<file path="src/hdl/issue_pkg.sv">
`default_nettype none

package issue_pkg;

    localparam int N_SLOTS = 8;
    localparam int Q_DEPTH = 16;

    // riscv major opcodes that leave the alu path
    localparam logic [6:0] OPC_LOAD   = 7'b0000011;
    localparam logic [6:0] OPC_STORE  = 7'b0100011;
    localparam logic [6:0] OPC_AMO    = 7'b0101111;
    localparam logic [6:0] OPC_SYSTEM = 7'b1110011;

    typedef logic [31:0] inst_t;
    typedef logic [2:0]  slot_idx_t;
    // 0 to N_SLOTS
    typedef logic [3:0]  slot_cnt_t;
    // 0 to Q_DEPTH
    typedef logic [4:0]  q_level_t;
    typedef logic [$clog2(Q_DEPTH)-1:0] q_ptr_t;

    typedef enum logic [1:0] {
        ALU,
        LSU,
        CSR
    } iq_class_t;

endpackage

`default_nettype wire

</file>
<file path="src/hdl/issue_bus_pkg.sv">
`default_nettype none

package issue_bus_pkg;

    import issue_pkg::*;

    // one queue entry, word plus the slot it came from
    typedef struct packed {
        inst_t     inst;
        slot_idx_t slot;
    } issue_entry_t;

    // slot 0 sits in the low word
    typedef struct packed {
        inst_t [N_SLOTS-1:0] inst;
        slot_idx_t           first_branch;
    } fetch_bundle_t;

    // compacted batch for one queue, valid entries from index 0 up
    typedef struct packed {
        issue_entry_t [N_SLOTS-1:0] entry;
        slot_cnt_t                  count;
    } entry_vec_t;

endpackage

`default_nettype wire

</file>
<file path="src/hdl/issue_dispatch.sv">
`timescale 1ns/10ps
`default_nettype none

module issue_dispatch
    import issue_pkg::*, issue_bus_pkg::*;
(
    input  wire                i_w_fire00_1,
    input  wire                rstn,
    input  wire                i_drive,
    input  wire fetch_bundle_t i_bundle,
    output logic               o_free,
    output fetch_bundle_t      o_bundle,
    input  wire slot_cnt_t     i_lsu_cnt,
    input  wire slot_cnt_t     i_csr_cnt,
    input  wire slot_cnt_t     i_alu_cnt,
    input  wire q_level_t      i_lsu_level,
    input  wire q_level_t      i_csr_level,
    input  wire q_level_t      i_alu_level,
    output logic               o_wr_en
);

    fetch_bundle_t bundle_q;
    logic          full;
    logic          room;
    logic          accept;

    function automatic logic has_room(input q_level_t level, input slot_cnt_t cnt);
        return (q_level_t'(Q_DEPTH) - level) >= q_level_t'(cnt);
    endfunction

    assign o_free   = !full;
    assign accept   = i_drive && o_free;
    assign o_bundle = bundle_q;

    // all three must fit, no partial release
    assign room = has_room(i_lsu_level, i_lsu_cnt)
               && has_room(i_csr_level, i_csr_cnt)
               && has_room(i_alu_level, i_alu_cnt);
    assign o_wr_en = full && room;

    always_ff @(posedge i_w_fire00_1) begin
        if (accept) begin
            bundle_q <= i_bundle;
        end
    end

    always_ff @(posedge i_w_fire00_1 or negedge rstn) begin
        if (!rstn) begin
            full <= 1'b0;
        end else if (o_wr_en) begin
            full <= 1'b0;
        end else if (accept) begin
            full <= 1'b1;
        end
    end

    // each held bundle goes to the queues exactly once
    a_wr_once: assert property (@(posedge i_w_fire00_1) disable iff (!rstn)
        o_wr_en |-> $past(accept) || ($past(full) && !$past(o_wr_en)));

endmodule

`default_nettype wire

</file>
<file path="config.mk">
export PLATFORM = sky130hd
export DESIGN_NAME = issue_dispatch
export DESIGN_NICKNAME = d
export VERILOG_FILES = /design/src/hdl/issue_pkg.sv /design/src/hdl/issue_bus_pkg.sv /design/src/hdl/issue_dispatch.sv
export SDC_FILE = /design/constraint.sdc
export NUM_CORES = 1
export LEC_CHECK = 0
export BUFFER_PORTS_ARGS = -buffer_cell sky130_fd_sc_hd__buf_2
export CAP_MARGIN = 10
export CORE_AREA = 2 2 215 217
export DETAILED_ROUTE_END_ITERATION = 6
export DIE_AREA = 0 0 217 219
export PLACE_DENSITY = 0.45
export SYNTH_ARGS = -nofsm -noshare
export SYNTH_HDL_FRONTEND = slang
export SYNTH_SLANG_ARGS = --single-unit
</file>
<file path="constraint.sdc">
create_clock -name i_w_fire00_1 -period 11.6 [get_ports i_w_fire00_1]
set_input_delay 1.74 -clock i_w_fire00_1 [delete_from_list [all_inputs] [get_ports i_w_fire00_1]]
set_output_delay 1.74 -clock i_w_fire00_1 [all_outputs]
set_load 0.005 [all_outputs]
</file>
==> impl_metrics.tcl <==
set metrics [dict create \
    grt_pass1_wl_um 36000 \
    syn-num-nets 629 \
    h-tree-depth 1 \
    overflow 0 \
    clk_latency_ns 0.57 \
    routed_wl_um 26900 \
    drc 0 \
    drive_above_1_share_pct 65.2 \
    dr.pass1.iters 4 \
    die-area_um2 47500 \
    die_w_um 217 \
    ys_types 17 \
    antenna_found_initial 8 \
    p_clk_share_pct 38.6 \
    hold_depth 1 \
    grt_usage_pct 10.3 \
    yosysSeqAreaShare_pct 93.6 \
    cts_buffers 31 \
    cp.required_ns 9.86 \
    wl_met3_um 2770 \
    syn_area_per_cell_um2 25.6 \
    combPwrFrac_pct 11.3 \
    worstPathArrival_ns 3.17 \
    final.setup.tns_ns 0 \
    setup_viol 0 \
    ys_warn_count 0 \
    portBuffers 549 \
    vias 5438 \
    drt-vias-per-instance 3.55 \
    status "finished clean" \
    hold_viol_final 0 \
    whs_ns 0.607 \
    final_common_cell "buf_2" \
    peakVddDrop_mv 0.114 \
    avgRoutedWirePerCell_um 17.6 \
    root_buffer "clkbuf_16" \
    dp_cells 1478 \
    max_slew_margin_pct 39.2 \
    post-route-period-util_pct 42.3 \
    power_frac_seq_pct 50.1 \
    top_layer "met5" \
    synth-seq-cells 260 \
    crit_path_end_kind "primary output" \
    hold_class "reg -> reg" \
    power_leakage_nw 5.33 \
    startpoint_type "input pin" \
    min_period_ns 4.91 \
    worst_slew_pin_slew_ns 0.912 \
    start_util_pct 18.5 \
    syn2layout_area_growth_pct 54.0 \
    synthesis.area_um2 8330 \
    cts_tree "built" \
    p_switching_mw 0.573 \
    clk_pin_slew_ns 0.06 \
    syn-instance-count 325 \
    cts.sinks 260 \
    cts.repair.resized 0 \
    power_density_nw_per_um2 188 \
    fin_worst_skew_ns 0.00944 \
    final_cells 1532 \
    dpl.hpwl_um 21000 \
    nets 1215 \
    met1_length_um 9700 \
    wl_met2_um 13500 \
    postRouteAntennaNets 0 \
    fmax_ghz 0.204 \
    die_height_um 219 \
    grt_max_degree 71 \
    coreArea_um2 45100 \
    pin_count 550 \
    placementRows 78 \
    most-common-layout-cells "549 x buf_2, 259 x edfxtp_1, 31 x clkbuf_16" \
    switching_share_pct 23.7 \
    hold_buffers 0 \
    rsz0062_at_grt "false" \
    final_max_slew_viol_count 0 \
    grt_pass1_vias 5552 \
    path_max_fanout 2 \
    reg2reg_depth 3 \
    path_class "in -> out" \
    cts_buffer_depth 3 \
    drt-initial-drc-count 270 \
    n_fill_cell 4642 \
    gp_congestion 0.792 \
    p_int_mw 1.84 \
    max_cap_viol_count 0 \
    cts_setup_buffers 0 \
]
## synth_stat cells
cell      number  area [um^2]
o21ai_0        3         15.0
a211oi_2       2         25.0
nor2b_1        1         6.26
xnor2_1        9         78.8
nand2b_4       1         13.8
nor3_1         3         15.0
dfrtp_1        1         25.0
o211ai_2       3         37.5
and4_1         1         8.76
nor3b_2        3         37.5
nand2b_1       2         12.5
a211oi_1       1         7.51
inv_1         19         71.3
nor2_1         1         3.75
a41oi_1        1         8.76
ha_1          15          188
edfxtp_1     259         7780
## final timing paths
kind,start,to,slack (ns)
max,i_csr_level[0],o_wr_en,6.69
min,full,full,0.61
max reg2reg,full,o_bundle[76],9.12
min reg2reg,full,full,0.61
max in group asynchronous,rstn,full,10.57
min in group asynchronous,rstn,full,0.94
## registers in the layout, indices dropped and copies added, names as in the netlist
register and flops:
full 1, o_bundle 259
## final cells by class
class	count	area [um^2]	share of cell area [%]
antenna	2	5.00	0.0390
clock buffer	33	783	6.10
clock inverter	19	179	1.39
inverter	19	71.3	0.556
multi-input combinational	46	465	3.63
sequential	260	7800	60.8
tap	600	751	5.85
timing repair buffer	553	2780	21.6
## critical path, cell delays in order
cell and delay [ns]:
buf_2 0.09, inv_1 0.05, ha_1 0.21, xnor2_1 0.15, ha_1 0.25, o21ai_0 0.21
o211ai_2 0.14, and4_1 0.20, buf_2 0.13
## routing by layer
metal | vias to the layer above | global-route usage (%)
li1 | 2462 | -
met1 | 2595 | 11.3
met2 | 317 | 17.9
met3 | 54 | 4.03
met4 | 10 | 4.02
met5 | - | 0
## power groups by stage
| stage | logic (mW) | clock network (mW) | registers, mW |
|---|---|---|---|
| 2_1_floorplan | 0.0645 | 0 | 1.28 |
| 3_3_place_gp | 0.283 | 0 | 1.23 |
| 3_5_place_dp | 0.282 | 0 | 1.23 |
| 4_1_cts | 0.283 | 0.971 | 1.21 |
| 5_1_grt | 0.300 | 1.00 | 1.22 |
| 6_report | 0.274 | 0.932 | 1.21 |
## logic make-up (layout without fill, tap and decap cells)
logic type               after synthesis  in the layout  share of synthesized area (%)
XOR/XNOR                               9              9                          0.946
flip-flops                           260            260                           93.6
buffers and inverters                 19            624                          0.856
adder cells (fa/ha/maj)               15             15                           2.25
AO/OA/AOI/OAI                         10             10                           1.13
other                                  0              2                              0
AND/OR/NAND/NOR                       12             12                           1.17
## stage by stage
stage	instance area, um^2	power, mW	utilization (%)	worst slack (ns)
2_1_floorplan	8330	1.34	-	2.68
3_3_place_gp	11900	1.51	26.3	6.66
3_5_place_dp	11900	1.51	26.3	6.66
4_1_cts	12800	2.47	28.5	6.65
5_1_grt	12800	2.52	28.5	6.53
6_report	12800	2.42	28.5	6.69
(Power assumes the default switching activity.)
